===== src/source/bridge_pkg.sv =====
/*
 * Bus widths, AHB transfer and size codes, AXI response codes,
 * and the write strobe decode functions shared by the bridge
 */
`default_nettype none

package bridge_pkg;

   localparam int ADDR_W = 32;
   localparam int DATA_W = 64;
   localparam int STRB_W = DATA_W / 8;

   localparam logic [1:0] HTRANS_IDLE   = 2'b00;
   localparam logic [1:0] HTRANS_NONSEQ = 2'b10;

   localparam logic [2:0] HSIZE_BYTE  = 3'd0;
   localparam logic [2:0] HSIZE_HALF  = 3'd1;
   localparam logic [2:0] HSIZE_WORD  = 3'd2;
   localparam logic [2:0] HSIZE_DWORD = 3'd3;

   localparam logic [1:0] RESP_OKAY   = 2'd0;
   localparam logic [1:0] RESP_SLVERR = 2'd2;

   // Strobes that map onto one naturally aligned transfer
   function automatic logic strb_is_aligned(input logic [STRB_W-1:0] strb);
      case (strb)
         8'hff, 8'h0f, 8'hf0, 8'h03, 8'h0c, 8'h30, 8'hc0: return 1'b1;
         default: return 1'b0;
      endcase
   endfunction

   function automatic logic [2:0] strb_size(input logic [STRB_W-1:0] strb);
      case (strb)
         8'hff:                      return HSIZE_DWORD;
         8'h0f, 8'hf0:               return HSIZE_WORD;
         8'h03, 8'h0c, 8'h30, 8'hc0: return HSIZE_HALF;
         default:                    return HSIZE_BYTE;
      endcase
   endfunction

   function automatic logic [2:0] strb_offset(input logic [STRB_W-1:0] strb);
      case (strb)
         8'h0c:        return 3'd2;
         8'hf0, 8'h30: return 3'd4;
         8'hc0:        return 3'd6;
         default:      return 3'd0;
      endcase
   endfunction

   // Lowest set strobe bit at or above start
   function automatic logic [2:0] next_lane(input logic [STRB_W-1:0] strb,
                                            input logic [2:0] start,
                                            output logic found);
      logic [2:0] lane;
      lane  = 3'd0;
      found = 1'b0;
      for (int i = STRB_W - 1; i >= 0; i--) begin
         if (strb[i] && (3'(i) >= start)) begin
            lane  = 3'(i);  // Later hits are lower lanes
            found = 1'b1;
         end
      end
      return lane;
   endfunction

endpackage

`default_nettype wire


===== src/source/bridge_cmd_if.sv =====
/*
 * Bridge command channel with valid/ready handshake
 * Producer side is the source modport, consumer side the sink
 */
`timescale 1ns/1ns
`default_nettype none

interface bridge_cmd_if #(
   parameter int ID_WIDTH = 4
);
   import bridge_pkg::*;

   logic                valid;
   logic                ready;
   logic                write;   // 1 = write, 0 = read
   logic [ID_WIDTH-1:0] id;
   logic [ADDR_W-1:0]   addr;
   logic [2:0]          size;
   logic [STRB_W-1:0]   strb;
   logic [DATA_W-1:0]   wdata;

   modport source (output valid, write, id, addr, size, strb, wdata, input ready);
   modport sink   (input valid, write, id, addr, size, strb, wdata, output ready);

endinterface

`default_nettype wire


===== src/source/ahb_master.sv =====
/*
 * AHB-Lite master: one transfer at a time, byte splitting of
 * scattered write strobes, AXI B and R response channels
 */
`timescale 1ns/1ns
`default_nettype none

module ahb_master #(
   parameter int ID_WIDTH = 4
) (
   input  wire logic                           bus_clk,
   input  wire logic                           rst,

   bridge_cmd_if.sink                          cmd,

   output logic [bridge_pkg::ADDR_W-1:0]       haddr,
   output logic [2:0]                          hsize,
   output logic [1:0]                          htrans,
   output logic                                hwrite,
   output logic [bridge_pkg::DATA_W-1:0]       hwdata,
   input  wire logic [bridge_pkg::DATA_W-1:0]  hrdata,
   input  wire logic                           hready,
   input  wire logic                           hresp,

   output logic                                bvalid,
   input  wire logic                           bready,
   output logic [ID_WIDTH-1:0]                 bid,
   output logic [1:0]                          bresp,

   output logic                                rvalid,
   input  wire logic                           rready,
   output logic [ID_WIDTH-1:0]                 rid,
   output logic [bridge_pkg::DATA_W-1:0]       rdata,
   output logic [1:0]                          rresp
);
   import bridge_pkg::*;

   localparam logic [2:0] ST_IDLE    = 3'd0;
   localparam logic [2:0] ST_ADDR    = 3'd1;
   localparam logic [2:0] ST_DATA    = 3'd2;
   localparam logic [2:0] ST_RESP_RD = 3'd3;
   localparam logic [2:0] ST_RESP_WR = 3'd4;

   logic [2:0]          state;
   logic [2:0]          state_nxt;

   // Current command
   logic                cur_write;
   logic [ID_WIDTH-1:0] cur_id;
   logic [ADDR_W-1:0]   cur_addr;
   logic [2:0]          cur_size;
   logic [STRB_W-1:0]   cur_strb;
   logic [DATA_W-1:0]   cur_wdata;
   logic [DATA_W-1:0]   rdata_q;
   logic                err;

   logic [2:0]          lane;       // Byte lane of the split write
   logic [2:0]          first_lane;
   logic                first_found;
   logic [2:0]          nxt_lane;
   logic                nxt_found;
   logic                more_lanes;
   logic                split;
   logic                cmd_take;
   logic                xfer_done;

   assign cmd.ready = (state == ST_IDLE);
   assign cmd_take  = cmd.valid & cmd.ready;
   assign xfer_done = (state == ST_DATA) & hready;
   assign split     = cur_write & ~strb_is_aligned(cur_strb);

   always_comb begin
      first_lane = next_lane(cmd.strb, 3'd0, first_found);
      nxt_lane   = next_lane(cur_strb, lane + 3'd1, nxt_found);
      more_lanes = nxt_found & (lane != 3'd7);  // Lane 7 has nothing above it
   end

   //*******************************************************************
   // Transfer sequencer
   //*******************************************************************
   always_comb begin
      state_nxt = state;
      case (state)
         ST_IDLE: begin
            if (cmd.valid) begin
               // Empty strobe has nothing to send on AHB
               if (cmd.write && !strb_is_aligned(cmd.strb) && !first_found)
                  state_nxt = ST_RESP_WR;
               else
                  state_nxt = ST_ADDR;
            end
         end
         ST_ADDR: state_nxt = ST_DATA;
         ST_DATA: begin
            if (hready) begin
               if (!cur_write)
                  state_nxt = ST_RESP_RD;
               else if (!hresp && split && more_lanes)
                  state_nxt = ST_ADDR;  // Next byte of the scattered write
               else
                  state_nxt = ST_RESP_WR;
            end
         end
         ST_RESP_RD: if (rready) state_nxt = ST_IDLE;
         ST_RESP_WR: if (bready) state_nxt = ST_IDLE;
         default:    state_nxt = ST_IDLE;
      endcase
   end

   always_ff @(posedge bus_clk) begin
      if (rst) begin
         state <= ST_IDLE;
         err   <= 1'b0;
      end else begin
         state <= state_nxt;
         if (cmd_take)
            err <= 1'b0;
         else if (xfer_done && hresp)
            err <= 1'b1;
      end
   end

   always_ff @(posedge bus_clk) begin
      if (cmd_take) begin
         cur_write <= cmd.write;
         cur_id    <= cmd.id;
         cur_addr  <= cmd.addr;
         cur_size  <= cmd.size;
         cur_strb  <= cmd.strb;
         cur_wdata <= cmd.wdata;
         lane      <= first_lane;
      end else if (xfer_done && !hresp && more_lanes) begin
         lane <= nxt_lane;
      end

      if (xfer_done)
         rdata_q <= hresp ? '0 : hrdata;  // Errored read returns zero
   end

   //*******************************************************************
   // AHB outputs
   //*******************************************************************
   assign htrans = (state == ST_ADDR) ? HTRANS_NONSEQ : HTRANS_IDLE;
   assign haddr  = split ? {cur_addr[ADDR_W-1:3], lane} : cur_addr;
   assign hsize  = cur_size;   // Byte for split writes
   assign hwrite = cur_write;
   assign hwdata = cur_wdata;

   // AXI responses
   assign bvalid = (state == ST_RESP_WR);
   assign bid    = cur_id;
   assign bresp  = err ? RESP_SLVERR : RESP_OKAY;

   assign rvalid = (state == ST_RESP_RD);
   assign rid    = cur_id;
   assign rdata  = rdata_q;
   assign rresp  = err ? RESP_SLVERR : RESP_OKAY;

endmodule

`default_nettype wire


===== src/source/axi_front_end.sv =====
/*
 * AXI front end: write address and write data slots,
 * write over read arbitration, command issue toward the queue
 */
`timescale 1ns/1ns
`default_nettype none

module axi_front_end #(
   parameter int ID_WIDTH = 4
) (
   input  wire logic                           bus_clk,
   input  wire logic                           rst,

   input  wire logic                           awvalid,
   output logic                                awready,
   input  wire logic [ID_WIDTH-1:0]            awid,
   input  wire logic [bridge_pkg::ADDR_W-1:0]  awaddr,

   input  wire logic                           wvalid,
   output logic                                wready,
   input  wire logic [bridge_pkg::DATA_W-1:0]  wdata,
   input  wire logic [bridge_pkg::STRB_W-1:0]  wstrb,

   input  wire logic                           arvalid,
   output logic                                arready,
   input  wire logic [ID_WIDTH-1:0]            arid,
   input  wire logic [bridge_pkg::ADDR_W-1:0]  araddr,
   input  wire logic [2:0]                     arsize,

   bridge_cmd_if.source                        cmd
);
   import bridge_pkg::*;

   logic                aw_full;
   logic                w_full;
   logic [ID_WIDTH-1:0] aw_id;
   logic [ADDR_W-1:0]   aw_addr;
   logic [DATA_W-1:0]   w_data;
   logic [STRB_W-1:0]   w_strb;

   logic                wr_pending;
   logic                wr_aligned;
   logic                wr_sent;

   //*******************************************************************
   // Write slots
   //*******************************************************************
   assign awready    = ~aw_full;
   assign wready     = ~w_full;
   assign wr_pending = aw_full & w_full;
   assign wr_sent    = wr_pending & cmd.ready;  // Write always owns the channel here

   always_ff @(posedge bus_clk) begin
      if (rst) begin
         aw_full <= 1'b0;
         w_full  <= 1'b0;
      end else begin
         if (awvalid && awready)
            aw_full <= 1'b1;
         else if (wr_sent)
            aw_full <= 1'b0;

         if (wvalid && wready)
            w_full <= 1'b1;
         else if (wr_sent)
            w_full <= 1'b0;
      end
   end

   always_ff @(posedge bus_clk) begin
      if (awvalid && awready) begin
         aw_id   <= awid;
         aw_addr <= awaddr;
      end
      if (wvalid && wready) begin
         w_data <= wdata;
         w_strb <= wstrb;
      end
   end

   //*******************************************************************
   // Command issue
   //*******************************************************************
   // A complete write blocks the read path until it is accepted
   assign arready    = ~wr_pending & cmd.ready;
   assign wr_aligned = strb_is_aligned(w_strb);

   assign cmd.valid = wr_pending | arvalid;
   assign cmd.write = wr_pending;
   assign cmd.id    = wr_pending ? aw_id : arid;

   // Aligned writes get size and low address from the strobe
   assign cmd.addr = wr_pending ?
                     {aw_addr[ADDR_W-1:3], wr_aligned ? strb_offset(w_strb) : 3'd0} :
                     araddr;
   assign cmd.size = wr_pending ? (wr_aligned ? strb_size(w_strb) : HSIZE_BYTE) : arsize;

   assign cmd.strb  = w_strb;    // Ignored for reads
   assign cmd.wdata = w_data;

endmodule

`default_nettype wire


===== src/source/axi_to_ahb_bridge.sv =====
/*
 * AXI4 to AHB-Lite bridge top level
 * Front end, command queue and AHB master, tied AHB outputs
 */
`timescale 1ns/1ns
`default_nettype none

module axi_to_ahb_bridge #(
   parameter int ID_WIDTH    = 4,
   parameter int QUEUE_DEPTH = 2
) (
   input  wire logic                           bus_clk,
   input  wire logic                           rst,

   // AXI write channels
   input  wire logic                           awvalid,
   output logic                                awready,
   input  wire logic [ID_WIDTH-1:0]            awid,
   input  wire logic [bridge_pkg::ADDR_W-1:0]  awaddr,
   input  wire logic                           wvalid,
   output logic                                wready,
   input  wire logic [bridge_pkg::DATA_W-1:0]  wdata,
   input  wire logic [bridge_pkg::STRB_W-1:0]  wstrb,
   output logic                                bvalid,
   input  wire logic                           bready,
   output logic [ID_WIDTH-1:0]                 bid,
   output logic [1:0]                          bresp,

   // AXI read channels
   input  wire logic                           arvalid,
   output logic                                arready,
   input  wire logic [ID_WIDTH-1:0]            arid,
   input  wire logic [bridge_pkg::ADDR_W-1:0]  araddr,
   input  wire logic [2:0]                     arsize,
   output logic                                rvalid,
   input  wire logic                           rready,
   output logic [ID_WIDTH-1:0]                 rid,
   output logic [bridge_pkg::DATA_W-1:0]       rdata,
   output logic [1:0]                          rresp,
   output logic                                rlast,

   // AHB-Lite master
   output logic [bridge_pkg::ADDR_W-1:0]       haddr,
   output logic [2:0]                          hburst,
   output logic                                hmastlock,
   output logic [3:0]                          hprot,
   output logic [2:0]                          hsize,
   output logic [1:0]                          htrans,
   output logic                                hwrite,
   output logic [bridge_pkg::DATA_W-1:0]       hwdata,
   input  wire logic [bridge_pkg::DATA_W-1:0]  hrdata,
   input  wire logic                           hready,
   input  wire logic                           hresp
);

   bridge_cmd_if #(.ID_WIDTH(ID_WIDTH)) fe_cmd ();
   bridge_cmd_if #(.ID_WIDTH(ID_WIDTH)) mst_cmd ();

   assign rlast     = 1'b1;     // Single beat only
   assign hburst    = 3'b000;   // SINGLE
   assign hmastlock = 1'b0;
   assign hprot     = 4'b0011;  // Privileged data access

   axi_front_end #(.ID_WIDTH(ID_WIDTH)) front_end_i (
      .bus_clk (bus_clk),
      .rst     (rst),
      .awvalid (awvalid),
      .awready (awready),
      .awid    (awid),
      .awaddr  (awaddr),
      .wvalid  (wvalid),
      .wready  (wready),
      .wdata   (wdata),
      .wstrb   (wstrb),
      .arvalid (arvalid),
      .arready (arready),
      .arid    (arid),
      .araddr  (araddr),
      .arsize  (arsize),
      .cmd     (fe_cmd.source)
   );

   cmd_queue #(.ID_WIDTH(ID_WIDTH), .QUEUE_DEPTH(QUEUE_DEPTH)) queue_i (
      .bus_clk (bus_clk),
      .rst     (rst),
      .push    (fe_cmd.sink),
      .pop     (mst_cmd.source)
   );

   ahb_master #(.ID_WIDTH(ID_WIDTH)) master_i (
      .bus_clk (bus_clk),
      .rst     (rst),
      .cmd     (mst_cmd.sink),
      .haddr   (haddr),
      .hsize   (hsize),
      .htrans  (htrans),
      .hwrite  (hwrite),
      .hwdata  (hwdata),
      .hrdata  (hrdata),
      .hready  (hready),
      .hresp   (hresp),
      .bvalid  (bvalid),
      .bready  (bready),
      .bid     (bid),
      .bresp   (bresp),
      .rvalid  (rvalid),
      .rready  (rready),
      .rid     (rid),
      .rdata   (rdata),
      .rresp   (rresp)
   );

endmodule

`default_nettype wire


===== src/source/cmd_queue.sv =====
/*
 * Circular command FIFO between the AXI and AHB sides
 */
`timescale 1ns/1ns
`default_nettype none

module cmd_queue #(
   parameter int ID_WIDTH    = 4,
   parameter int QUEUE_DEPTH = 2
) (
   input  wire logic  bus_clk,
   input  wire logic  rst,
   bridge_cmd_if.sink   push,
   bridge_cmd_if.source pop
);
   import bridge_pkg::*;

   localparam int PTR_W = (QUEUE_DEPTH > 1) ? $clog2(QUEUE_DEPTH) : 1;
   localparam int CNT_W = $clog2(QUEUE_DEPTH + 1);

   logic                mem_write [QUEUE_DEPTH];
   logic [ID_WIDTH-1:0] mem_id    [QUEUE_DEPTH];
   logic [ADDR_W-1:0]   mem_addr  [QUEUE_DEPTH];
   logic [2:0]          mem_size  [QUEUE_DEPTH];
   logic [STRB_W-1:0]   mem_strb  [QUEUE_DEPTH];
   logic [DATA_W-1:0]   mem_wdata [QUEUE_DEPTH];

   logic [PTR_W-1:0] wr_ptr;
   logic [PTR_W-1:0] rd_ptr;
   logic [CNT_W-1:0] count;
   logic             do_push;
   logic             do_pop;

   assign push.ready = (count != CNT_W'(QUEUE_DEPTH));
   assign pop.valid  = (count != '0);
   assign do_push    = push.valid & push.ready;
   assign do_pop     = pop.valid & pop.ready;

   always_ff @(posedge bus_clk) begin
      if (rst) begin
         wr_ptr <= '0;
         rd_ptr <= '0;
         count  <= '0;
      end else begin
         if (do_push)
            wr_ptr <= (wr_ptr == PTR_W'(QUEUE_DEPTH - 1)) ? '0 : wr_ptr + 1'b1;
         if (do_pop)
            rd_ptr <= (rd_ptr == PTR_W'(QUEUE_DEPTH - 1)) ? '0 : rd_ptr + 1'b1;
         if (do_push && !do_pop)
            count <= count + 1'b1;
         else if (do_pop && !do_push)
            count <= count - 1'b1;
      end
   end

   // Entry storage
   always_ff @(posedge bus_clk) begin
      if (do_push) begin
         mem_write[wr_ptr] <= push.write;
         mem_id[wr_ptr]    <= push.id;
         mem_addr[wr_ptr]  <= push.addr;
         mem_size[wr_ptr]  <= push.size;
         mem_strb[wr_ptr]  <= push.strb;
         mem_wdata[wr_ptr] <= push.wdata;
      end
   end

   assign pop.write = mem_write[rd_ptr];
   assign pop.id    = mem_id[rd_ptr];
   assign pop.addr  = mem_addr[rd_ptr];
   assign pop.size  = mem_size[rd_ptr];
   assign pop.strb  = mem_strb[rd_ptr];
   assign pop.wdata = mem_wdata[rd_ptr];

endmodule

`default_nettype wire


===== config.mk =====
export PLATFORM = sky130hd
export DESIGN_NAME = axi_to_ahb_bridge
export DESIGN_NICKNAME = d
export VERILOG_FILES = /design/src/source/bridge_pkg.sv /design/src/source/bridge_cmd_if.sv /design/src/source/ahb_master.sv /design/src/source/axi_front_end.sv /design/src/source/axi_to_ahb_bridge.sv /design/src/source/cmd_queue.sv
export SDC_FILE = /design/constraint.sdc
export NUM_CORES = 1
export LEC_CHECK = 0
export ABC_AREA = 1
export ABC_CLOCK_PERIOD_IN_PS = 7500
export CORE_ASPECT_RATIO = 1.25
export CORE_MARGIN = 4
export CORE_UTILIZATION = 23
export CTS_BUF_LIST = sky130_fd_sc_hd__clkbuf_2
export DETAILED_ROUTE_END_ITERATION = 12
export DONT_BUFFER_PORTS = 1
export HOLD_SLACK_MARGIN = 0.05
export PLACE_DENSITY = 0.43
export SYNTH_ARGS = -nofsm -noshare
export SYNTH_HDL_FRONTEND = slang
export SYNTH_SLANG_ARGS = --single-unit

===== constraint.sdc =====
create_clock -name bus_clk -period 7.5 [get_ports bus_clk]
set_input_delay 2.25 -clock bus_clk [delete_from_list [all_inputs] [get_ports bus_clk]]
set_output_delay 2.25 -clock bus_clk [all_outputs]
set_load 0.05 [all_outputs]

==> results of run 1 <==
## critical path: stages, from the launching register on
cell	delay, ns
edfxtp_1	0.75
inv_1	0.15
nor2_1	0.16
nand4_1	0.25
o21ai_1	0.87
## cells in the final DEF (no fill, tap or decap), drive strengths merged
cell and count:
edfxtp 508, nand2 493, clkbuf 185, inv 123
nor2 102, clkinv 38, o21ai 24, a21oi 16
conb 12, dfxtp 11, buf 11, diode 8
bufinv 8, ha 6, nand3 5, nand4 4
nor3 4, nor4 2, a31oi 2, o32ai 2
o21a 1, or2 1, a21boi 1, o22ai 1
nand3b 1, mux2 1, o31ai 1, a211oi 1
clkinvlp 1
## through the flow
step | util (%) | hold WS [ns] | total power, µW
2_1_floorplan | - | 0.421 | 6630
3_3_place_gp | 24.4 | 0.423 | 7170
3_5_place_dp | 24.4 | 0.429 | 7180
4_1_cts | 26.1 | 0.403 | 9430
5_1_grt | 26.1 | 0.421 | 9750
6_report | 26.1 | 0.410 | 9160
## worst paths after layout
kind	slack [ns]	from	endpoint	cells past startpoint
min reg2reg	0.41	front_end_i.cmd.wdata[58]	queue_i.mem_wdata[1][58]	0
max reg2reg	3.65	front_end_i.aw_full	queue_i.mem_wdata[0][6]	7
max	1.81	master_i.hwrite	haddr[1]	4
min	0.41	front_end_i.cmd.wdata[58]	queue_i.mem_wdata[1][58]	0
## power by group through the flow
stage / combinational (µW) / clock, µW / sequential (µW)
3_5_place_dp: 1510 / 0 / 5670
3_3_place_gp: 1490 / 0 / 5670
4_1_cts: 1520 / 2300 / 5610
6_report: 1430 / 2150 / 5580
5_1_grt: 1650 / 2440 / 5670
2_1_floorplan: 1510 / 0 / 5130
## cell type report
class,count,share of cell area [%]
Antenna cell,8,0.0927
Tap cell,1080,6.25
Sequential cell,519,71.6
Inverter,121,2.14
Clock inverter,49,1.99
Clock buffer,185,4.29
Timing Repair Buffer,11,0.498
Multi-Input combinational cell,680,13.1
## sequential cells by signal (all words and copies together) (netlist names), 2 cells and up, named ones only
signal / cells
queue_i.mem_wdata: 128
front_end_i.cmd.wdata: 64
master_i.hwdata: 64
master_i.rdata: 64
queue_i.mem_addr: 64
master_i.cur_addr: 32
front_end_i.aw_addr: 29
queue_i.mem_strb: 16
front_end_i.cmd.strb: 8
master_i.cur_strb: 8
queue_i.mem_id: 8
queue_i.mem_size: 6
front_end_i.aw_id: 4
master_i.bid: 4
master_i.hsize: 3
master_i.lane: 3
master_i.state: 3
queue_i.count: 2
queue_i.mem_write: 2
## metal layers
metal  up-vias  part of all wire (%)  global-route usage, %
met5         -                  0.17                      0
met4        10                   3.7                   5.69
met1      4832                    37                   11.0
met3       122                    11                   5.93
li1       4873                     -                      -
met2       477                    48                   17.8
## cells by family after synthesis
logic type      share of synthesized area [%]
other cells                            0.0391
buf+inv                                  5.11
compound gates                           1.53
mux                                    0.0586
simple gates                             12.3
fa+ha+maj                               0.391
flops                                    80.5
## synthesized netlist by cell type
cell      number  area share [%]
nand4_1        4            0.13
nand3b_1       1           0.039
o21ai_1        7            0.18
a21boi_0       1           0.039
clkinv_1       1           0.020
nor2_4         1           0.059
inv_2          1           0.020
edfxtp_1     508              79
buf_6          1           0.059
nand2_1      490             9.6
nand2_2        3           0.098
inv_1        119             2.3
conb_1         2           0.039
a21oi_2        1           0.046
a31oi_1        2           0.065
buf_1          6            0.12
ha_1           6            0.39
o32ai_1        2           0.091
nor2_2         3           0.098
o31ai_2        1           0.065
or2_1          1           0.033
nor3_2         1           0.052
buf_4         47             1.8
o21a_4         1           0.078
o22ai_1        1           0.033
o21ai_0       14            0.36
nor2_1        98             1.9
nand3_1        5            0.13
dfxtp_1       11             1.1
nor4_1         2           0.065
buf_8          1           0.078
clkbuf_1      32            0.63
buf_2          1           0.026
o21ai_2        3            0.14
mux2_2         1           0.059
nor3_1         2           0.052
a211oi_1       1           0.039
a21oi_1       15            0.39
nor3_4         1           0.085
==> reports/qor.txt, run 1 <==
CTS Root Cell -> clkbuf_2
layout cells sized above 1 -> 15.4%
Slew @ Worst Pin -> 1.18 ns
hold_buf cts -> 0
Ports -> 412
first-pass detailed-route iteration total -> 6
fmax -> 176 MHz
Net Switching -> 3820 µW
Core ar. -> 82800 µm²
switching power share of the total -> 41.7%
die extent in x -> 267 µm
PwrDens -> 424 nW/µm²
initial antenna violation count -> 14
number of CTS-inserted buffers -> 137
DRT iter0 DRCs -> 426
footprint of the multi-input gates -> 2830 µm²
worst setup path class -> reg2out
crit start category -> register
HP Class -> reg2reg
worst skew pair latency -> 1.25 ns
crit path capture type -> primary output
Die Area -> 88200 µm²
vias per cell -> 3.89
chip height -> 331 µm
Ys Warns -> 0
register bit total from synthesis -> 519
fin cells -> 2653
# resized after CTS -> 0
Tcrit/Tclk final -> 75.8%
placed cells -> 2411
clock sink count -> 519
port buffer count -> 0
Leak -> 0.00832 µW
pre-CTS WS -> 2.84 ns
CTS tree -> yes
Syn Area/Cell -> 13.7 µm²
Final Net Count -> 1696
mapped cell area -> 19200 µm²
routed vias -> 10.3k
FF+latch area -> 15500 µm²
Seq/Total Area, Yosys -> 80.5%
synthesized instance count -> 1398
Clock power frac -> 23.4%
WL/cell -> 18.4 µm
Post-DP HPWL -> 30600 µm
PnR worst setup slack -> 1.81 ns
Max-Cap Viols -> 0
GPL Wtd Cong -> 0.775
crit path time final -> 5.69 ns
Flop pwr share -> 61.0%
num rows -> 118
Clock Path Buffers -> 3
clk slew on worst S/H paths -> 0.10 ns
final wirelength -> 48800 µm
H-tree Lvls -> 4
vias in the first global route -> 10.7k
largest net degree at the start of global routing -> 114
Worst EP arrival -> 3.44 ns
Final Cell Area -> 21600 µm²
# setup viols final -> 0
Max VDD drop -> 0.000189 V
Setup TNS -> 0 ns
Placed Area -> 20200 µm²
post-synth cell types -> 39
DRT antenna net count -> 0
area grow syn2layout -> 12.5%
max-slew violations -> 0
Req. time, crit path -> 5.25 ns
Comb power frac -> 15.6%
drt drc -> 0
Power Internal -> 5340 µW
GRT Total Usage -> 10.8%
Slew HR -> 21.1%
clk_skew -> 0.113 ns
layout filler cell count -> 8574
Initial Util -> 23.2%
Worst Path Max Fanout -> 5
outcome -> finished clean
GRT overflow -> 0
unrepaired setup endpoints after global routing -> no
setup repair bufs after CTS -> 0
endpoints failing hold -> 0
first-pass GRT wire length -> 68900 µm
(Power assumes the default switching activity.)
==> run 2: changes to the inputs <==
--- a/config.mk
+++ b/config.mk
@@ -5,8 +5,8 @@
 export SDC_FILE = /design/constraint.sdc
 export NUM_CORES = 1
 export LEC_CHECK = 0
-export ABC_AREA = 1
-export ABC_CLOCK_PERIOD_IN_PS = 7500
+export ABC_AREA = 0
+export ABC_CLOCK_PERIOD_IN_PS = 5350
 export CORE_ASPECT_RATIO = 1.25
 export CORE_MARGIN = 4
 export CORE_UTILIZATION = 23
@@ -14,7 +14,7 @@
 export DETAILED_ROUTE_END_ITERATION = 12
 export DONT_BUFFER_PORTS = 1
 export HOLD_SLACK_MARGIN = 0.05
-export PLACE_DENSITY = 0.43
+export PLACE_DENSITY = 0.42
 export SYNTH_ARGS = -nofsm -noshare
 export SYNTH_HDL_FRONTEND = slang
 export SYNTH_SLANG_ARGS = --single-unit
==> constraint.sdc (replaced) <==
create_clock -name bus_clk -period 5.35 [get_ports bus_clk]
set_input_delay 1.605 -clock bus_clk [delete_from_list [all_inputs] [get_ports bus_clk]]
set_output_delay 1.605 -clock bus_clk [all_outputs]
set_load 0.05 [all_outputs]
==> run 2 against run 1 <==
Net effect: core utilization rose by 0.057 points; critical endpoint is now haddr[0]; clock skew is 0.018 ns higher; register-to-register slack lost 1.7 ns; die area shrank 0.80%; worst hold slack got worse by 0.012 ns; setup slack lost 1.4 ns; highest routed layer unchanged; design area shrank 0.98%.
==> reports/qor.txt, run 2 <==
RR Startpoint -> front_end_i.aw_full
max reg flops -> 128 (unchanged)
top cell type's share of synthesized area -> 80.1% (+0.66 points)
Post-synth EDFFs -> 508 (unchanged)
crit start category -> register
Worst EP arrival -> 3.29 ns (-0.15 ns)
Seq/Total Area, Yosys -> 81.2% (+0.67 points)
mapped cell area -> 19100 µm² (-0.82%)
number of CTS-inserted buffers -> 140 (+2.2%)
clk slew on worst S/H paths -> 0.09 ns (about the same)
Worst Path Max Fanout -> 5 (unchanged)
initial antenna violation count -> 15 (+1)
# setup viols final -> 0 (unchanged)
first-pass detailed-route iteration total -> 4 (-2)
Tcrit/Tclk final -> 91.5%
most flop-heavy register -> queue_i.mem_wdata
CTS Root Cell -> clkbuf_2
Ys Warns -> 0 (unchanged)
synthesized instance count -> 978 (-30%)
# resized after CTS -> 1 (+1)
fmax -> 204 MHz
worst setup path class -> reg2out
PwrDens -> 559 nW/µm² (+32%)
Primary FF master, synth -> edfxtp_1
Hold Path Depth -> 0 (unchanged)
Buf+Inv Stages, Crit Path -> 0 (-1)
clk_skew -> 0.131 ns (+0.0181 ns)
Slew HR -> 32.1% (+11 points)
Placed Area -> 20100 µm² (-0.46%)
setup repair bufs after CTS -> 0 (unchanged)
first-pass GRT wire length -> 63800 µm (-7.4%)
most frequent cells in the layout -> edfxtp_1, clkbuf_2, mux2_2
unrepaired setup endpoints after global routing -> no
Core ar. -> 81800 µm² (-1.2%)
WL/cell -> 20.1 µm (+9.2%)
Ports -> 412 (unchanged)
most numerous cell in the Yosys netlist -> edfxtp_1
vias per cell -> 3.95 (+1.6%)
Async SR Flop Fraction -> 0% (unchanged)
Initial Util -> 23.3% (+0.089 points)
GPL Wtd Cong -> 0.806 (+3.9%)
internal reg-to-reg setup slack -> 1.95 ns (-1.70 ns)
placed cells -> 1995 (-17%)
endpoints failing hold -> 0 (unchanged)
Final Cell Area -> 21400 µm² (-0.98%)
CTS tree -> yes
layout filler cell count -> 8346 (-2.7%)
overall power -> 12000 µW (+31%)
final wirelength -> 44800 µm (-8.2%)
Leak -> 0.00704 µW (-15%)
num rows -> 117 (-0.85%)
crit path time final -> 4.90 ns
Req. time, crit path -> 3.74 ns (-1.51 ns)
die extent in x -> 265 µm (-0.40%)
max-slew violations -> 0 (unchanged)
delay-heaviest family, CP -> simple AND/OR/NAND/NOR gates
worst skew pair latency -> 1.24 ns (about the same)
HP Class -> reg2reg
Clock Path Buffers -> 3 (unchanged)
GRT overflow -> 0 (unchanged)
Setup TNS -> 0 ns (unchanged)
H-tree Lvls -> 4 (unchanged)
area grow syn2layout -> 12.3%
Reg2Reg Depth -> 6 (-1)
vias in the first global route -> 9598 (-10%)
Slew @ Worst Pin -> 1.02 ns (-0.167 ns)
Hold Crit Start -> front_end_i.cmd.wdata[44]
Post-DP HPWL -> 28100 µm (-8.1%)
Max VDD drop -> 0.000250 V (+32%)
max incr delay on CP -> 0.60 ns (-0.27 ns)
cells along the critical path -> or4_4 -> o311ai_4 -> mux2_2
CP max-delay cell -> or4_4
FF+latch area -> 15500 µm² (unchanged)
DRT antenna net count -> 0 (unchanged)
Syn Area/Cell -> 19.5 µm² (+42%)
Final Net Count -> 1292 (-24%)
DRT iter0 DRCs -> 367 (-14%)
most common library cell in the layout ignoring fill and taps -> edfxtp_1
layout cells sized above 1 -> 33.4% (+18 points)
chip height -> 330 µm (-0.40%)
reg2reg end -> queue_i.mem_wdata[1][12]
clock sink count -> 519 (unchanged)
Max-Cap Viols -> 0 (unchanged)
drt drc -> 0 (unchanged)
WHS Endpoint -> queue_i.mem_wdata[0][44]
footprint of the multi-input gates -> 3130 µm² (+10%)
hold_buf cts -> 0 (unchanged)
Die Area -> 87500 µm² (-0.80%)
port buffer count -> 0 (unchanged)
register bit total from synthesis -> 519 (unchanged)
most area-hungry cell type in the Yosys netlist -> edfxtp_1
GRT Total Usage -> 10.1% (-0.74 points)
Post-synth top cells -> edfxtp_1, mux2_2, nor2b_1
outcome -> finished clean
routed vias -> 8809 (-15%)
largest net degree at the start of global routing -> 113 (-0.88%)
fin cells -> 2230 (-16%)
leading post-synthesis cells by cell area -> edfxtp_1, mux2_2, nor2b_1, buf_4, dfxtp_1
post-synth cell types -> 55 (+41%)
crit path capture type -> primary output
[run 2: changes by cell type after synthesis, sizes merged, moves of 9 or more]
| cell | change |
|---|---|
| mux2 | +143 |
| o21ai | -13 |
| nor2 | -82 |
| nor2b | +71 |
| nor3 | +9 |
| inv | -105 |
| nand2 | -473 |
| clkbuf | -19 |
[run 2: stage by stage]
stage | setup slack [ns] | hold slack (ns) | utilization [%]
finish | 0.455 | 0.398 | 26.1
global route | 0.132 | 0.152 | 26.1
CTS | 0.0970 | 0.0697 | 26.1
detailed placement | 1.56 | 0.431 | 24.6
global placement | 1.60 | 0.424 | 24.6
floorplan | 0.0774 | 0.421 | -
[run 2: worst max-delay path by stage]
stage | startpoint | to | slack (ns) | depth (start not counted)
final | master_i.cur_strb[1] | haddr[0] | 0.45 | 3
after detailed placement | front_end_i.w_full | arready | 1.56 | 3
after floorplan | wvalid | front_end_i.cmd.strb[0] | 0.08 | 1
after CTS | master_i.cur_strb[1] | haddr[0] | 0.1 | 3
after global placement | front_end_i.w_full | arready | 1.60 | 3
after global routing | master_i.cur_strb[1] | haddr[0] | 0.13 | 3
[run 2: area by class of cell]
type / count / share of cell area [%]
Antenna cell: 1 / 0.0117
Tap cell: 1071 / 6.26
Inverter: 15 / 0.287
Sequential cell: 519 / 72.3
Clock inverter: 39 / 1.29
Clock buffer: 195 / 4.56
Timing Repair Buffer: 11 / 0.620
Multi-Input combinational cell: 379 / 14.6
[run 2: layer usage]
| layer | GRT usage [%] | vias up | part of all wire, % |
|---|---|---|---|
| li1 | - | 3941 | - |
| met1 | 9.92 | 4256 | 36 |
| met2 | 16.6 | 474 | 49 |
| met3 | 6.12 | 122 | 12 |
| met4 | 5.03 | 16 | 3.2 |
| met5 | 0 | - | 0.27 |
[run 2: where the power goes]
group	switching (µW)	leakage, µW	internal (µW)
Sequential	1890	0.00487	5610
Combinational	1100	0.00123	562
Clock	1620	0.000943	1170
Total	4620	0.00704	7350
[run 2: worst register-to-register path, cell delays in order (launching register included)]
cell and delay, ns:
dfxtp_1 0.42, nand2_1 0.39, inv_2 0.58, nor2_1 0.19, nor2_1 0.25, and2_4 0.68
buf_4 0.44
[run 2: cells by family after synthesis]
family          count (synthesis)  synth area share, %
fa+ha+maj                       6                0.394
mux                           148                 8.72
flops                         519                 81.2
compound gates                 48                 1.75
buf+inv                        90                 2.80
simple gates                  161                 4.89
xor+xnor                        4                0.184
other cells                     2               0.0394
==> run 3: changes to the inputs <==
--- a/config.mk
+++ b/config.mk
@@ -6,15 +6,16 @@
 export NUM_CORES = 1
 export LEC_CHECK = 0
 export ABC_AREA = 0
-export ABC_CLOCK_PERIOD_IN_PS = 5350
+export ABC_CLOCK_PERIOD_IN_PS = 5300
 export CORE_ASPECT_RATIO = 1.25
-export CORE_MARGIN = 4
+export CORE_MARGIN = 2
 export CORE_UTILIZATION = 23
 export CTS_BUF_LIST = sky130_fd_sc_hd__clkbuf_2
 export DETAILED_ROUTE_END_ITERATION = 12
 export DONT_BUFFER_PORTS = 1
 export HOLD_SLACK_MARGIN = 0.05
 export PLACE_DENSITY = 0.42
+export SETUP_SLACK_MARGIN = 0.2
 export SYNTH_ARGS = -nofsm -noshare
 export SYNTH_HDL_FRONTEND = slang
 export SYNTH_SLANG_ARGS = --single-unit
==> constraint.sdc (replaced) <==
create_clock -name bus_clk -period 5.3 [get_ports bus_clk]
set_input_delay 1.59 -clock bus_clk [delete_from_list [all_inputs] [get_ports bus_clk]]
set_output_delay 1.59 -clock bus_clk [all_outputs]
set_load 0.05 [all_outputs]
==> run 3 against run 2 <==
Net effect: clock power down 3%; worst hold slack improved by 0.020 ns; core utilization shrank 0.21 points; highest routed layer unchanged; non-clock buffer count up 3; sequential cell count stayed put; power grew 0.53%; critical path depth grew 1; clock-buffer cell count shrank 14.
==> reports/qor.txt, run 3 (synthesis results as in run 2) <==
outcome -> finished clean
CTS Root Cell -> clkbuf_2
vias in the first global route -> 9650 (+0.54%)
Max VDD drop -> 0.000297 V (+19%)
GPL Wtd Cong -> 0.784 (-2.7%)
pre-CTS WS -> 1.55 ns (-0.00821 ns)
Worst EP arrival -> 3.17 ns (-0.12 ns)
first-pass GRT wire length -> 61700 µm (-3.3%)
DRT antenna net count -> 0 (unchanged)
Tcrit/Tclk final -> 89.8%
Final Net Count -> 1292 (unchanged)
Leak -> 0.00702 µW (-0.29%)
clk slew on worst S/H paths -> 0.12 ns (+0.03 ns)
WL/cell -> 19.7 µm (-2.1%)
Net Switching -> 4730 µW (+2.5%)
HP Class -> in2reg
num rows -> 118 (+0.85%)
Initial Util -> 23.1% (-0.20 points)
GRT overflow -> 0 (unchanged)
clock sink count -> 519 (unchanged)
Max-Cap Viols -> 0 (unchanged)
final wirelength -> 44100 µm (-1.6%)
Slew @ Worst Pin -> 1.14 ns (+0.122 ns)
PwrDens -> 562 nW/µm² (+0.48%)
first-pass detailed-route iteration total -> 4 (unchanged)
Placed Area -> 20200 µm² (+0.13%)
Clock power frac -> 22.6% (-0.8 points)
PnR worst setup slack -> 0.541 ns (+0.0857 ns)
crit start category -> register
Req. time, crit path -> 3.71 ns (-0.03 ns)
die extent in x -> 261 µm (-1.5%)
crit path capture type -> primary output
area grow syn2layout -> 12.3% (about the same)
vias per cell -> 3.94 (-0.22%)
fmax -> 210 MHz
max-slew violations -> 0 (unchanged)
Comb power frac -> 14.3% (+0.4 points)
number of CTS-inserted buffers -> 137 (-2.1%)
worst setup path class -> reg2out
clk_skew -> 0.0840 ns (-0.0473 ns)
initial antenna violation count -> 15 (unchanged)
endpoints failing hold -> 0 (unchanged)
chip height -> 326 µm (-1.2%)
GRT Total Usage -> 10.2% (+0.11 points)
largest net degree at the start of global routing -> 68 (-40%)
port buffer count -> 0 (unchanged)
Die Area -> 85200 µm² (-2.7%)
crit path time final -> 4.76 ns
CTS tree -> yes
worst skew pair latency -> 1.22 ns (-0.02 ns)
final core occ -> 25.9% (-0.21 points)
Setup TNS -> 0 ns (unchanged)
max reg flops -> 128 (unchanged)
footprint of the multi-input gates -> 3160 µm² (+0.88%)
Post-DP HPWL -> 27400 µm (-2.6%)
layout filler cell count -> 8433 (+1.0%)
hold_buf cts -> 0 (unchanged)
Final Cell Area -> 21400 µm² (about the same)
most frequent cells in the layout -> edfxtp_1, clkbuf_2, mux2_2
drt drc -> 0 (unchanged)
Core ar. -> 82500 µm² (+0.85%)
switching power share of the total -> 39.3% (+0.75 points)
Worst Path Max Fanout -> 5 (unchanged)
routed vias -> 8833 (+0.27%)
DRT iter0 DRCs -> 489 (+33%)
H-tree Lvls -> 4 (unchanged)
most flop-heavy register -> queue_i.mem_wdata
Flop pwr share -> 63.1% (+0.4 points)
unrepaired setup endpoints after global routing -> no
layout cells sized above 1 -> 32.8% (-0.66 points)
most common library cell in the layout ignoring fill and taps -> edfxtp_1
Power Internal -> 7300 µW (-0.69%)
Slew HR -> 24.0% (-8.1 points)
Ports -> 412 (unchanged)
Clock Path Buffers -> 3 (unchanged)
# setup viols final -> 0 (unchanged)
FF+latch area -> 15500 µm² (unchanged)
[run 3: through the flow]
| stage | power (µW) | hold slack, ns | instances |
|---|---|---|---|
| 2_1_floorplan | 8840 | 0.421 | 988 |
| 3_3_place_gp | 9450 | 0.423 | 2006 |
| 3_5_place_dp | 9450 | 0.430 | 2006 |
| 4_1_cts | 12400 | 0.0925 | 2237 |
| 5_1_grt | 12700 | 0.175 | 2240 |
| 6_report | 12000 | 0.418 | 2241 |
[run 3: final cells by class]
class | count | share of cell area, %
timing repair buffer | 14 | 0.725
inverter | 15 | 0.286
sequential | 519 | 72.3
clock inverter | 49 | 1.34
antenna | 4 | 0.0468
clock buffer | 181 | 4.23
tap | 1080 | 6.31
multi-input combinational | 379 | 14.7
[run 3: metal layers]
layer  vias to the layer above  wire length, µm  global-route usage (%)
li1                       3958                -                       -
met1                      4273            16100                    10.1
met2                       479            20900                    16.5
met3                       105             5740                    6.19
met4                        18             1250                    5.20
met5                         -              123                       0
[run 3: path summary, 6_finish.rpt]
path | startpoint | end | slack, ns | cells after the start
max | master_i.hwrite | haddr[2] | 0.54 | 4
min | rst | queue_i.rd_ptr | 0.42 | 1
max reg2reg | front_end_i.w_full | queue_i.mem_wdata[1][41] | 1.75 | 7
min reg2reg | front_end_i.cmd.wdata[37] | queue_i.mem_wdata[0][37] | 0.43 | 0
[run 3: timing repair]
action                                  CTS  global route
setup buffers                             1             0
pin swaps                                 2             0
endpoints found under the setup margin    3             3
resized for setup                         5             1
endpoints found under the hold margin     0             0
[run 3: power groups by stage]
stage / sequential (µW) / clock, µW / combinational (µW)
6_report: 7580 / 2720 / 1720
2_1_floorplan: 7000 / 0 / 1830
5_1_grt: 7700 / 3140 / 1910
3_5_place_dp: 7690 / 0 / 1760
4_1_cts: 7620 / 2940 / 1790
3_3_place_gp: 7700 / 0 / 1750
[run 3: worst max-delay path, cell delays in order, from the launching register on]
cell and delay (ns):
edfxtp_1 0.84, o41ai_2 0.21, nor3_2 0.29, o311ai_4 0.19, mux2_4 0.42
